`src/hdl/lsu_pkg.sv`:
```
`default_nettype none

package lsu_pkg;

	// ----------------------------------------
	// widths
	// ----------------------------------------
	localparam int addr_width = 32;
	localparam int data_width = 32;
	localparam int bus_width = 64;
	localparam int lane_count = 8;
	localparam int tag_width = 4;
	localparam int op_width = 4;
	localparam int state_width = 3;

	// request operations, top bit marks a store
	localparam logic [op_width-1:0] op_lw = 4'h0;
	localparam logic [op_width-1:0] op_lh = 4'h1;
	localparam logic [op_width-1:0] op_lhu = 4'h2;
	localparam logic [op_width-1:0] op_lb = 4'h3;
	localparam logic [op_width-1:0] op_lbu = 4'h4;
	localparam logic [op_width-1:0] op_sw = 4'h8;
	localparam logic [op_width-1:0] op_sh = 4'h9;
	localparam logic [op_width-1:0] op_sb = 4'ha;

	// bus size encodings
	localparam logic [2:0] size_byte = 3'd0;
	localparam logic [2:0] size_half = 3'd1;
	localparam logic [2:0] size_word = 3'd2;

	localparam logic [1:0] resp_okay = 2'b00;

	// access sequencer states
	localparam logic [state_width-1:0] st_idle = 3'd0;
	localparam logic [state_width-1:0] st_rd_addr = 3'd1;
	localparam logic [state_width-1:0] st_rd_data = 3'd2;
	localparam logic [state_width-1:0] st_wr_addr = 3'd3;
	localparam logic [state_width-1:0] st_wr_data = 3'd4;
	localparam logic [state_width-1:0] st_wr_resp = 3'd5;
	localparam logic [state_width-1:0] st_respond = 3'd6;

	// one bus beat, as raw bits or as byte lanes
	typedef union packed {
		logic [bus_width-1:0] raw;
		logic [lane_count-1:0][7:0] lanes;
	} bus_beat_t;

endpackage

`default_nettype wire

```
`src/hdl/txn_tag_counter.sv`:
```
`timescale 1ns/100ps
`default_nettype none

module txn_tag_counter
	import lsu_pkg::*;
(
	input  wire                  clock,
	input  wire                  reset,
	input  wire                  tag_issue,
	input  wire [tag_width-1:0]  rid,
	input  wire [tag_width-1:0]  bid,
	input  wire                  op_store,
	output logic [tag_width-1:0] tag,
	output logic                 id_match
);

	logic [tag_width-1:0] count_q;

	// free running, wraps
	always_ff @(posedge clock) begin
		if (reset) begin
			count_q <= '0;
		end else begin
			count_q <= count_q + 1'b1;
		end
	end

	always_ff @(posedge clock) begin
		if (reset) begin
			tag <= '0;
		end else if (tag_issue) begin
			tag <= count_q;
		end
	end

	// write path answers on bid, read path on rid
	assign id_match = op_store ? (bid == tag) : (rid == tag);

endmodule

`default_nettype wire

```
`src/hdl/lane_mapper.sv`:
```
`timescale 1ns/100ps
`default_nettype none

module lane_mapper
	import lsu_pkg::*;
(
	input  wire                   clock,
	input  wire                   reset,
	input  wire                   req_capture,
	input  wire [op_width-1:0]    req_op,
	input  wire [addr_width-1:0]  req_addr,
	input  wire [data_width-1:0]  req_wdata,
	input  wire                   second_beat,
	output logic [op_width-1:0]   op,
	output logic [2:0]            offset,
	output logic                  op_store,
	output logic                  need_split,
	output logic [addr_width-1:0] araddr,
	output logic [addr_width-1:0] awaddr,
	output logic [2:0]            arsize,
	output logic [2:0]            awsize,
	output bus_beat_t             wdata,
	output logic [lane_count-1:0] wstrb,
	output logic [lane_count-1:0] first_strb
);

	logic [addr_width-1:0] addr_q;
	logic [data_width-1:0] wdata_q;
	logic [addr_width-1:0] second_addr;
	logic [lane_count-1:0] second_strb;
	logic [2:0] size_code;
	logic [3:0] len_mask;
	logic [7:0] span;

	// ----------------------------------------
	// request register
	// ----------------------------------------
	always_ff @(posedge clock) begin
		if (reset) begin
			op <= op_lw;
		end else if (req_capture) begin
			op <= req_op;
		end
	end

	always_ff @(posedge clock) begin
		if (req_capture) begin
			addr_q <= req_addr;
			wdata_q <= req_wdata;
		end
	end

	assign offset = addr_q[2:0];
	assign op_store = op[op_width-1];

	always_comb begin
		case (op)
			op_lw, op_sw: begin
				size_code = size_word;
				len_mask = 4'b1111;
			end
			op_lh, op_lhu, op_sh: begin
				size_code = size_half;
				len_mask = 4'b0011;
			end
			default: begin
				size_code = size_byte;
				len_mask = 4'b0001;
			end
		endcase
	end

	assign arsize = size_code;
	assign awsize = size_code;

	// bytes within the aligned word, upper half is the spill-over
	assign span = {4'b0000, len_mask} << offset[1:0];
	assign need_split = |span[7:4];
	assign first_strb = offset[2] ? {span[3:0], 4'b0000} : {4'b0000, span[3:0]};
	assign second_strb = offset[2] ? {4'b0000, span[7:4]} : {span[7:4], 4'b0000};
	assign wstrb = second_beat ? second_strb : first_strb;

	// spill-over goes to the next aligned word
	assign second_addr = {addr_q[addr_width-1:2], 2'b00} + 32'd4;
	assign araddr = second_beat ? second_addr : addr_q;
	assign awaddr = araddr;

	// store byte i lands on lane offset + i, wrapping
	always_comb begin
		logic [2:0] lane;
		wdata = '0;
		for (int i = 0; i < data_width / 8; i++) begin
			lane = offset + 3'(i);
			wdata.lanes[lane] = wdata_q[8*i +: 8];
		end
	end

endmodule

`default_nettype wire

```
`src/hdl/load_merge.sv`:
```
`timescale 1ns/100ps
`default_nettype none

module load_merge
	import lsu_pkg::*;
(
	input  wire                   clock,
	input  wire                   reset,
	input  wire                   first_capture,
	input  wire                   second_beat,
	input  wire [op_width-1:0]    op,
	input  wire [2:0]             offset,
	input  wire [lane_count-1:0]  first_strb,
	input  wire bus_beat_t        rdata,
	output logic [data_width-1:0] rsp_data
);

	bus_beat_t beat_q;
	logic [data_width-1:0] gathered;

	// ----------------------------------------
	// beat capture
	// ----------------------------------------
	// first beat is taken whole, the second one fills
	// only the lanes outside first_strb
	always_ff @(posedge clock) begin
		if (reset) begin
			beat_q <= '0;
		end else if (first_capture) begin
			for (int l = 0; l < lane_count; l++) begin
				if (!second_beat || !first_strb[l]) begin
					beat_q.lanes[l] <= rdata.lanes[l];
				end
			end
		end
	end

	// ----------------------------------------
	// byte gather
	// ----------------------------------------
	always_comb begin
		logic [2:0] lane;
		gathered = '0;
		for (int i = 0; i < data_width / 8; i++) begin
			lane = offset + 3'(i);
			gathered[8*i +: 8] = beat_q.lanes[lane];
		end
	end

	// extension by load type
	always_comb begin
		case (op)
			op_lw: begin
				rsp_data = gathered;
			end
			op_lh: begin
				rsp_data = {{(data_width - 16){gathered[15]}}, gathered[15:0]};
			end
			op_lhu: begin
				rsp_data = {{(data_width - 16){1'b0}}, gathered[15:0]};
			end
			op_lb: begin
				rsp_data = {{(data_width - 8){gathered[7]}}, gathered[7:0]};
			end
			op_lbu: begin
				rsp_data = {{(data_width - 8){1'b0}}, gathered[7:0]};
			end
			// stores return zero
			default: begin
				rsp_data = '0;
			end
		endcase
	end

endmodule

`default_nettype wire

```
`src/hdl/mem_access_fsm.sv`:
```
`timescale 1ns/100ps
`default_nettype none

module mem_access_fsm
	import lsu_pkg::*;
(
	input  wire                clock,
	input  wire                reset,
	input  wire                req_valid,
	input  wire [op_width-1:0] req_op,
	input  wire                rsp_ready,
	input  wire                need_split,
	input  wire                op_store,
	input  wire                id_match,
	input  wire                arready,
	input  wire                rvalid,
	input  wire [1:0]          rresp,
	input  wire                awready,
	input  wire                wready,
	input  wire                bvalid,
	input  wire [1:0]          bresp,
	output logic               req_ready,
	output logic               rsp_valid,
	output logic               rsp_error,
	output logic               arvalid,
	output logic               rready,
	output logic               awvalid,
	output logic               wvalid,
	output logic               bready,
	output logic               req_capture,
	output logic               second_beat,
	output logic               first_capture,
	output logic               tag_issue
);

	logic [state_width-1:0] state;
	logic [state_width-1:0] state_next;
	logic err_q;
	logic rd_done;
	logic wr_done;
	logic beat_done;
	logic beat_err;

	// ----------------------------------------
	// handshake outputs
	// ----------------------------------------
	assign req_ready = (state == st_idle);
	assign req_capture = req_valid && req_ready;
	assign rready = (state == st_rd_data);
	assign wvalid = (state == st_wr_data);
	assign bready = (state == st_wr_resp);
	assign rsp_valid = (state == st_respond);
	assign rsp_error = err_q;

	// new tag in the first cycle of each address state
	assign tag_issue = ((state == st_rd_addr) && !arvalid) ||
		((state == st_wr_addr) && !awvalid);

	// responses with a foreign id are taken but do not count
	assign rd_done = rready && rvalid && id_match;
	assign wr_done = bready && bvalid && id_match;
	assign beat_done = rd_done || wr_done;
	assign beat_err = (rd_done && (rresp != resp_okay)) ||
		(wr_done && (bresp != resp_okay));
	assign first_capture = rd_done;

	// ----------------------------------------
	// next state
	// ----------------------------------------
	always_comb begin
		state_next = state;
		case (state)
			st_idle: begin
				if (req_capture) begin
					state_next = req_op[op_width-1] ? st_wr_addr : st_rd_addr;
				end
			end
			st_rd_addr: begin
				if (arvalid && arready) begin
					state_next = st_rd_data;
				end
			end
			st_wr_addr: begin
				if (awvalid && awready) begin
					state_next = st_wr_data;
				end
			end
			st_wr_data: begin
				if (wready) begin
					state_next = st_wr_resp;
				end
			end
			st_rd_data, st_wr_resp: begin
				if (beat_done) begin
					// split access runs the same path once more
					if (need_split && !second_beat) begin
						state_next = op_store ? st_wr_addr : st_rd_addr;
					end else begin
						state_next = st_respond;
					end
				end
			end
			st_respond: begin
				if (rsp_ready) begin
					state_next = st_idle;
				end
			end
			default: state_next = st_idle;
		endcase
	end

	always_ff @(posedge clock) begin
		if (reset) begin
			state <= st_idle;
			arvalid <= 1'b0;
			awvalid <= 1'b0;
		end else begin
			state <= state_next;
			// address valids come up one cycle into the address state
			if (arvalid && arready) begin
				arvalid <= 1'b0;
			end else if (state == st_rd_addr) begin
				arvalid <= 1'b1;
			end
			if (awvalid && awready) begin
				awvalid <= 1'b0;
			end else if (state == st_wr_addr) begin
				awvalid <= 1'b1;
			end
		end
	end

	// beat marker and sticky error, both per request
	always_ff @(posedge clock) begin
		if (reset) begin
			second_beat <= 1'b0;
			err_q <= 1'b0;
		end else if (req_capture) begin
			second_beat <= 1'b0;
			err_q <= 1'b0;
		end else begin
			if (beat_done && need_split && !second_beat) begin
				second_beat <= 1'b1;
			end
			if (beat_err) begin
				err_q <= 1'b1;
			end
		end
	end

endmodule

`default_nettype wire

```
`src/hdl/lsu_top.sv`:
```
`timescale 1ns/100ps
`default_nettype none

module lsu_top
	import lsu_pkg::*;
(
	input  wire                   clock,
	input  wire                   reset,
	// request port
	input  wire                   req_valid,
	input  wire [op_width-1:0]    req_op,
	input  wire [addr_width-1:0]  req_addr,
	input  wire [data_width-1:0]  req_wdata,
	output logic                  req_ready,
	// response port
	output logic                  rsp_valid,
	output logic [data_width-1:0] rsp_data,
	output logic                  rsp_error,
	input  wire                   rsp_ready,
	// read address / read data
	output logic                  arvalid,
	input  wire                   arready,
	output logic [addr_width-1:0] araddr,
	output logic [2:0]            arsize,
	output logic [tag_width-1:0]  arid,
	output logic                  rready,
	input  wire                   rvalid,
	input  wire [bus_width-1:0]   rdata,
	input  wire [1:0]             rresp,
	input  wire [tag_width-1:0]   rid,
	// write address / write data / write response
	output logic                  awvalid,
	input  wire                   awready,
	output logic [addr_width-1:0] awaddr,
	output logic [2:0]            awsize,
	output logic [tag_width-1:0]  awid,
	output logic                  wvalid,
	input  wire                   wready,
	output logic [bus_width-1:0]  wdata,
	output logic [lane_count-1:0] wstrb,
	output logic                  bready,
	input  wire                   bvalid,
	input  wire [1:0]             bresp,
	input  wire [tag_width-1:0]   bid
);

	logic req_capture;
	logic second_beat;
	logic first_capture;
	logic tag_issue;
	logic id_match;
	logic need_split;
	logic op_store;
	logic [op_width-1:0] op;
	logic [2:0] offset;
	logic [lane_count-1:0] first_strb;
	logic [tag_width-1:0] tag;
	bus_beat_t rd_beat;
	bus_beat_t wr_beat;

	assign rd_beat.raw = rdata;
	assign wdata = wr_beat.raw;

	// both address channels carry the issued tag
	assign arid = tag;
	assign awid = tag;

	mem_access_fsm mem_access_fsm_i (
		.clock(clock),
		.reset(reset),
		.req_valid(req_valid),
		.req_op(req_op),
		.rsp_ready(rsp_ready),
		.need_split(need_split),
		.op_store(op_store),
		.id_match(id_match),
		.arready(arready),
		.rvalid(rvalid),
		.rresp(rresp),
		.awready(awready),
		.wready(wready),
		.bvalid(bvalid),
		.bresp(bresp),
		.req_ready(req_ready),
		.rsp_valid(rsp_valid),
		.rsp_error(rsp_error),
		.arvalid(arvalid),
		.rready(rready),
		.awvalid(awvalid),
		.wvalid(wvalid),
		.bready(bready),
		.req_capture(req_capture),
		.second_beat(second_beat),
		.first_capture(first_capture),
		.tag_issue(tag_issue)
	);

	txn_tag_counter txn_tag_counter_i (
		.clock(clock),
		.reset(reset),
		.tag_issue(tag_issue),
		.rid(rid),
		.bid(bid),
		.op_store(op_store),
		.tag(tag),
		.id_match(id_match)
	);

	lane_mapper lane_mapper_i (
		.clock(clock),
		.reset(reset),
		.req_capture(req_capture),
		.req_op(req_op),
		.req_addr(req_addr),
		.req_wdata(req_wdata),
		.second_beat(second_beat),
		.op(op),
		.offset(offset),
		.op_store(op_store),
		.need_split(need_split),
		.araddr(araddr),
		.awaddr(awaddr),
		.arsize(arsize),
		.awsize(awsize),
		.wdata(wr_beat),
		.wstrb(wstrb),
		.first_strb(first_strb)
	);

	load_merge load_merge_i (
		.clock(clock),
		.reset(reset),
		.first_capture(first_capture),
		.second_beat(second_beat),
		.op(op),
		.offset(offset),
		.first_strb(first_strb),
		.rdata(rd_beat),
		.rsp_data(rsp_data)
	);

endmodule

`default_nettype wire

```
`config.mk`:
```
export PLATFORM = sky130hd
export DESIGN_NAME = lsu_top
export DESIGN_NICKNAME = d
export VERILOG_FILES = /design/src/hdl/lsu_pkg.sv /design/src/hdl/txn_tag_counter.sv /design/src/hdl/lane_mapper.sv /design/src/hdl/load_merge.sv /design/src/hdl/mem_access_fsm.sv /design/src/hdl/lsu_top.sv
export SDC_FILE = /design/constraint.sdc
export NUM_CORES = 1
export LEC_CHECK = 0
export BUFFER_PORTS_ARGS = -buffer_cell sky130_fd_sc_hd__buf_2
export CAP_MARGIN = 20
export CORE_MARGIN = 1.5
export CORE_UTILIZATION = 56
export DETAILED_ROUTE_END_ITERATION = 7
export MAX_ROUTING_LAYER = met4
export PLACE_DENSITY = 0.91
export SYNTH_ARGS = -nofsm -noshare
export SYNTH_HDL_FRONTEND = slang
export SYNTH_SLANG_ARGS = --single-unit
export TNS_END_PERCENT = 100
```
`constraint.sdc`:
```
create_clock -name clock -period 8.1 [get_ports clock]
set_input_delay 1.215 -clock clock [delete_from_list [all_inputs] [get_ports clock]]
set_output_delay 1.215 -clock clock [all_outputs]
set_load 0.01 [all_outputs]
```
==> impl_metrics.toml, run 1 <==
[yosys]
synth_area_leaders = "edfxtp_1 19%, dfxtp_1 16%, mux4_2 14%"
synth_edf_count = 64
ys.flop_type = "dfxtp_1"
async_reset_ff_frac = 0
yosysMostFrequentCell = "a22oi_1"
yosys.area.top_type_share = 0.187
ys_types = 52
synth_seq_area_share = 0.349
yosysTopAreaCell = "edfxtp_1"
avgSynthCellArea_um2 = 9.92
yosys_warnings = 0
ys_seq_elements = 147
synth_common_cells = "129 x a22oi_1, 106 x mux2i_1, 101 x o21ai_0"
syn_area_um2 = 10300
syn_inst = 1036

[timing]
setup_viol = 0
skew_ns = 0.00916
fin_crit_ns = 6.12
timing_hold_violations_final = 0
finalSetupTns_ns = 0
fmax_ghz = 0.163
max_slew.worst_pin.slew_ns = 1.01
layout_setup_ws_ns = 1.98
maxSlewViolCount = 0
maxSlewHeadroom = 0.327
rsz0062_at_grt = "false"
fin_crit_sh = 0.756

[global_routing]
grt_overflow_total = 0
grtUsageTotal = 0.364
grt_pass1_wl_mm = 52.3
grt_max_degree = 101
grt_pass1_vias = 9332
antenna_found_initial = 8

[floorplan]
die_height_um = 138
dieArea_um2 = 19200
start_util = 0.572
ios = 343
core_area_um2 = 18000
rows = 49
die_w_um = 138

[clock_tree]
cts_resized = 0
cts_tree = "done"
cts_buffers = 17
hold_buffers = 0
htreeDepth = 4
postCtsSetupRepairBufs = 0
clock-sinks = 147
cts_root_buf = "clkbuf_16"
clk_latency_ns = 0.44
clk_path_buf_depth = 2
clk_pin_slew_ns = 0.06

[critical_path]
rrSetupSlack_ns = 4.65
worstPathRequired_ns = 6.88
path_class = "reg -> out"
worst_path_max_delay_cell = "ha_2"
critPathLaunchType = "flip-flop"
cp_slowest_stage_delay_ns = 1.22
r2r-end = "load_merge_i.beat_q[40]$_SDFFE_PP0P_"
path_buf_inv = 2
cp_max_fo = 37
timing.rr.start = "lane_mapper_i.addr_q[1]$_DFFE_PP_"
cp_data_arrival_time_ns = 4.91
cp_top_family = "adder cells"
rr_worst_depth = 5
end_kind = "output port"
crit_chain = "inv_1 > ha_2 > nand2_1 > nor2_1 > a22oi_1 > o21ai_0 > buf_2"

[drt]
dr.pass1.iters = 8
vias = 10000
vias_per_cell = 6.61
wl_per_cell_um = 22.9
drtIter0Drc = 1426
routed_wl_mm = 34.6
antenna_left = 0
remaining_drc_errors = 0

[placed_design]
dpl_cell_area_um2 = 11600
post-place-ws_ns = 2.69
io_buffers = 340
dpl.hpwl_mm = 24.5
place.gp.congestion = 1.04

[layout]
fin_nets = 1425
drive_above_1_share = 0.365
syn2layout_area_growth_pct = 19.5
stdcell_area_um2 = 12300

[power_and_ir_drop]
irDropWorstVdd_mv = 0.231
p_leak_nw = 5.36
p_per_area_nw_per_um2 = 273
report.power.total_w = 0.00335

[run]
drv_cap = 0

[worst_hold_path]
hold_depth = 1
min-delay-start = "txn_tag_counter_i.count_q[0]$_SDFF_PP0_"
hold_end = "txn_tag_counter_i.count_q[0]$_SDFF_PP0_"
min_path_type = "reg -> reg"

[run_status]
status = "finished clean"
-- flip-flops by register name, summed over array words and instances, names as in the netlist --
register	flops
mem_access_fsm_i.arvalid	1
txn_tag_counter_i.count_q	4
txn_tag_counter_i.tag	4
load_merge_i.beat_q	64
lane_mapper_i.wdata_q	32
lane_mapper_i.op	4
mem_access_fsm_i.awvalid	1
mem_access_fsm_i.second_beat	1
mem_access_fsm_i.state	3
lane_mapper_i.addr_q	32
mem_access_fsm_i.rsp_error	1
-- stage by stage --
stage | util | cells | hold WS, ns
detailed placement | 0.648 | 1471 | 0.453
finish | 0.684 | 1514 | 0.470
global route | 0.684 | 1513 | 0.493
floorplan | - | 1037 | 0.429
global placement | 0.648 | 1471 | 0.446
CTS | 0.681 | 1503 | 0.470
-- cell type report --
class | count | area [um2]
multi-input combinational | 738 | 5970
antenna | 9 | 22.5
clock inverter | 14 | 136
clock buffer | 18 | 450
timing repair buffer | 352 | 1810
sequential | 147 | 3580
fill | 1344 | 5680
tap | 229 | 287
inverter | 7 | 26.3
-- how the worst max path moves through the flow --
stage                                           start           end  cells after the start
floorplan           lane_mapper_i.addr_q[1]$_DFFE_PP_  rsp_data[31]                     10
global placement    lane_mapper_i.addr_q[1]$_DFFE_PP_      wdata[3]                      7
detailed placement  lane_mapper_i.addr_q[1]$_DFFE_PP_  rsp_data[24]                      6
CTS                 lane_mapper_i.addr_q[1]$_DFFE_PP_     wdata[17]                      7
global route        lane_mapper_i.addr_q[1]$_DFFE_PP_     wdata[17]                      7
finish              lane_mapper_i.addr_q[1]$_DFFE_PP_     wdata[17]                      7
-- worst reg2reg max path, stage by stage, from the launching register on --
cell,delay (ns)
edfxtp_1,0.75
inv_1,0.88
o21ai_0,0.49
o211ai_2,0.82
mux2i_1,0.29
nor2_1,0.07
-- cells in the final DEF, fill, tap and decap left out, types with 3 or more instances in the layout --
| master | instances |
|---|---|
| a21oi_1 | 14 |
| a22oi_1 | 129 |
| and2_1 | 9 |
| and3_1 | 10 |
| and4_1 | 4 |
| buf_2 | 340 |
| buf_4 | 10 |
| clkbuf_16 | 18 |
| clkinv_2 | 3 |
| dfxtp_1 | 83 |
| diode_2 | 9 |
| edfxtp_1 | 64 |
| ha_1 | 8 |
| inv_1 | 7 |
| inv_6 | 5 |
| inv_8 | 3 |
| mux2i_1 | 106 |
| mux4_2 | 62 |
| nand2_1 | 39 |
| nand2b_1 | 38 |
| nand3_1 | 7 |
| nand4_1 | 7 |
| nor2_1 | 97 |
| nor2b_1 | 12 |
| nor3_1 | 11 |
| o211ai_2 | 6 |
| o21ai_0 | 101 |
| or2_2 | 4 |
| xnor2_1 | 28 |
| xor2_1 | 9 |
-- kinds of logic after synthesis --
group | Yosys count | synth area share
mux | 170 | 0.241
compound gates | 269 | 0.174
other cells | 1 | 0.000365
simple gates | 250 | 0.120
xor+xnor | 38 | 0.0324
buf+inv | 152 | 0.0724
flops | 147 | 0.349
fa+ha+maj | 9 | 0.0110
-- report_power, final --
group	internal, W	total, W	leakage [nW]	switching, W
Clock	0.000451	0.000806	0.293	0.000355
Combinational	0.000554	0.00144	3.79	0.000884
Sequential	0.000910	0.00111	1.28	0.000198
Total	0.00191	0.00335	5.36	0.00144
-- routing by layer --
| layer | up-vias | wire, um | global-route usage |
|---|---|---|---|
| met5 | - | 0 | - |
| met4 | 0 | 2390 | 0.219 |
| met3 | 197 | 3900 | 0.0953 |
| met2 | 806 | 16700 | 0.579 |
| met1 | 4696 | 11700 | 0.412 |
| li1 | 4310 | - | - |
(Power assumes the default switching activity.)
==> inputs of run 2 (changes only) <==
--- a/config.mk
+++ b/config.mk
@@ -8,10 +8,10 @@
 export BUFFER_PORTS_ARGS = -buffer_cell sky130_fd_sc_hd__buf_2
 export CAP_MARGIN = 20
 export CORE_MARGIN = 1.5
-export CORE_UTILIZATION = 56
+export CORE_UTILIZATION = 47
 export DETAILED_ROUTE_END_ITERATION = 7
 export MAX_ROUTING_LAYER = met4
-export PLACE_DENSITY = 0.91
+export PLACE_DENSITY = 0.82
 export SYNTH_ARGS = -nofsm -noshare
 export SYNTH_HDL_FRONTEND = slang
 export SYNTH_SLANG_ARGS = --single-unit
==> constraint.sdc (replaced) <==
create_clock -name clock -period 5 [get_ports clock]
set_input_delay 0.75 -clock clock [delete_from_list [all_inputs] [get_ports clock]]
set_output_delay 0.75 -clock clock [all_outputs]
set_load 0.01 [all_outputs]
==> run 2 against run 1 <==
  * Highest routed layer unchanged
  * Setup slack worse by 1.3 ns
  * Non-clock buffer count is 5 higher
  * Register-to-register slack got worse by 2.7 ns
  * Clock skew increased by 0.00061 ns
  * Combinational power up 62%
  * Largest cell class unchanged
==> impl_metrics.toml, run 2 (synthesis gave the netlist of run 1 again) <==
[clock_tree]
hold_buffers = 0
clock-sinks = 147
clk_pin_slew_ns = 0.07
cts_root_buf = "clkbuf_16"
cts_resized = 0
cts_tree = "done"
htreeDepth = 4
clk_path_buf_depth = 2
postCtsSetupRepairBufs = 0
cts_buffers = 17
clk_latency_ns = 0.43

[critical_path]
worstPathRequired_ns = 4.25
cp_slowest_stage_delay_ns = 0.61
rr_worst_depth = 6
cp_top_family = "compound AO/OA/AOI/OAI gates"
cp_data_arrival_time_ns = 3.58
rrSetupSlack_ns = 1.97
path_class = "reg -> out"
crit_chain = "buf_4 > mux4_2 > mux2i_1 > or3_1 > o31a_1 > o21ai_0 > buf_2"
critPathLaunchType = "flip-flop"
cp_max_fo = 20
path_buf_inv = 2
end_kind = "output port"
worst_path_max_delay_cell = "edfxtp_1"
timing.rr.start = "lane_mapper_i.op[3]$_SDFFE_PP0P_"
r2r-end = "load_merge_i.beat_q[5]$_SDFFE_PP0P_"

[timing]
rsz0062_at_grt = "false"
fmax_ghz = 0.231
layout_setup_ws_ns = 0.672
skew_ns = 0.00976
setup_viol = 0
finalSetupTns_ns = 0
fin_crit_sh = 0.866
maxSlewHeadroom = 0.298
max_slew.worst_pin.slew_ns = 1.05
fin_crit_ns = 4.33
maxSlewViolCount = 0
timing_hold_violations_final = 0

[placed_design]
place.gp.congestion = 0.958
io_buffers = 340
dpl.hpwl_mm = 25.4
placedCellCount = 1523
dpl_cell_area_um2 = 11800
post-place-ws_ns = 1.17

[power_and_ir_drop]
combPwrFrac = 0.436
seq_power_share = 0.334
irDropWorstVdd_mv = 0.215
report.power.total_w = 0.00537
p_per_area_nw_per_um2 = 435
power.internal_w = 0.00309
power.share.clock = 0.231
p_leak_nw = 5.36
p_sw_w = 0.00229
p_sw_frac = 0.426

[global_routing]
grt_overflow_total = 0
grt_pass1_vias = 9122
antenna_found_initial = 9
grt_pass1_wl_mm = 52.4
grt_max_degree = 72
grtUsageTotal = 0.317

[layout]
drive_above_1_share = 0.366
multiInputGateArea_um2 = 5960
top_register = "load_merge_i.beat_q"
fill_cells = 1785
layout_common_cells = "340 x buf_2, 129 x a22oi_1, 106 x mux2i_1"
fin_nets = 1430
stdcell_area_um2 = 12300
seq_area_um2 = 3580
final_common_cell = "buf_2"
finalNonFillerCells = 1564
reg.largest.list = "load_merge_i.beat_q: 64 flops, lane_mapper_i.addr_q: 32 flops, lane_mapper_i.wdata_q: 32 flops"
largest_reg_flops = 64
syn2layout_area_growth_pct = 20.1

[drt]
vias = 9809
remaining_drc_errors = 0
antenna_left = 0
drtIter0Drc = 945
routed_wl_mm = 35.7
vias_per_cell = 6.27
wl_per_cell_um = 22.8
dr.pass1.iters = 7

[floorplan]
rows = 53
dieArea_um2 = 22800
die_w_um = 151
core_area_um2 = 21200
die_height_um = 151
start_util = 0.484
ios = 343

[worst_hold_path]
min-delay-start = "txn_tag_counter_i.count_q[0]$_SDFF_PP0_"
min_path_type = "reg -> reg"
hold_end = "txn_tag_counter_i.count_q[0]$_SDFF_PP0_"
hold_depth = 1

[run_status]
status = "finished clean"

[run]
drv_cap = 0
run 2: final cells by class:
class	count	share of cell area
diodes	9	0.00182
flip-flops and latches	147	0.290
inverters	7	0.00213
clock buffers	21	0.0399
multi-input cells	738	0.483
well taps	275	0.0279
clock inverters	10	0.00568
repair buffers	357	0.149
run 2: power by group through the flow:
| stage | Sequential, W | Clock (W) | Combinational [W] |
|---|---|---|---|
| after global routing | 0.00181 | 0.00131 | 0.00251 |
| after CTS | 0.00177 | 0.00126 | 0.00229 |
| after floorplan | 0.00157 | 0 | 0.00171 |
| after global placement | 0.00179 | 0 | 0.00226 |
| after detailed placement | 0.00179 | 0 | 0.00228 |
| final | 0.00179 | 0.00124 | 0.00234 |
run 2: layer usage:
layer	up-vias	global-route usage	wire length, um
met5	-	-	0
met4	0	0.177	1900
met3	135	0.0979	4020
met2	684	0.491	16900
met1	4674	0.365	12900
li1	4316	-	-
run 2: stage by stage:
| step | hold slack [ns] | util |
|---|---|---|
| after floorplan | 0.429 | - |
| after global routing | 0.472 | 0.582 |
| after global placement | 0.446 | 0.554 |
| final | 0.472 | 0.582 |
| after CTS | 0.475 | 0.580 |
| after detailed placement | 0.461 | 0.554 |
run 2: worst max path at each step:
stage                     slack (ns)      endpoint                              start  depth (start not counted)
final                           0.67  rsp_data[22]  lane_mapper_i.addr_q[0]$_DFFE_PP_                          7
after global placement          1.31  rsp_data[24]  lane_mapper_i.addr_q[1]$_DFFE_PP_                          8
after detailed placement        1.17  rsp_data[22]  lane_mapper_i.addr_q[0]$_DFFE_PP_                          7
after floorplan                 1.19  rsp_data[31]  lane_mapper_i.addr_q[1]$_DFFE_PP_                         10
after global routing            0.42  rsp_data[22]  lane_mapper_i.addr_q[0]$_DFFE_PP_                          7
after CTS                       0.67  rsp_data[22]  lane_mapper_i.addr_q[0]$_DFFE_PP_                          7
run 2: worst reg2reg max path, stage by stage, from the launching register on:
cell,delay (ns)
dfxtp_1,0.66
mux2i_1,0.30
xnor2_1,0.14
nor4_4,0.78
o211ai_2,0.62
mux2i_1,0.34
nor2_1,0.06
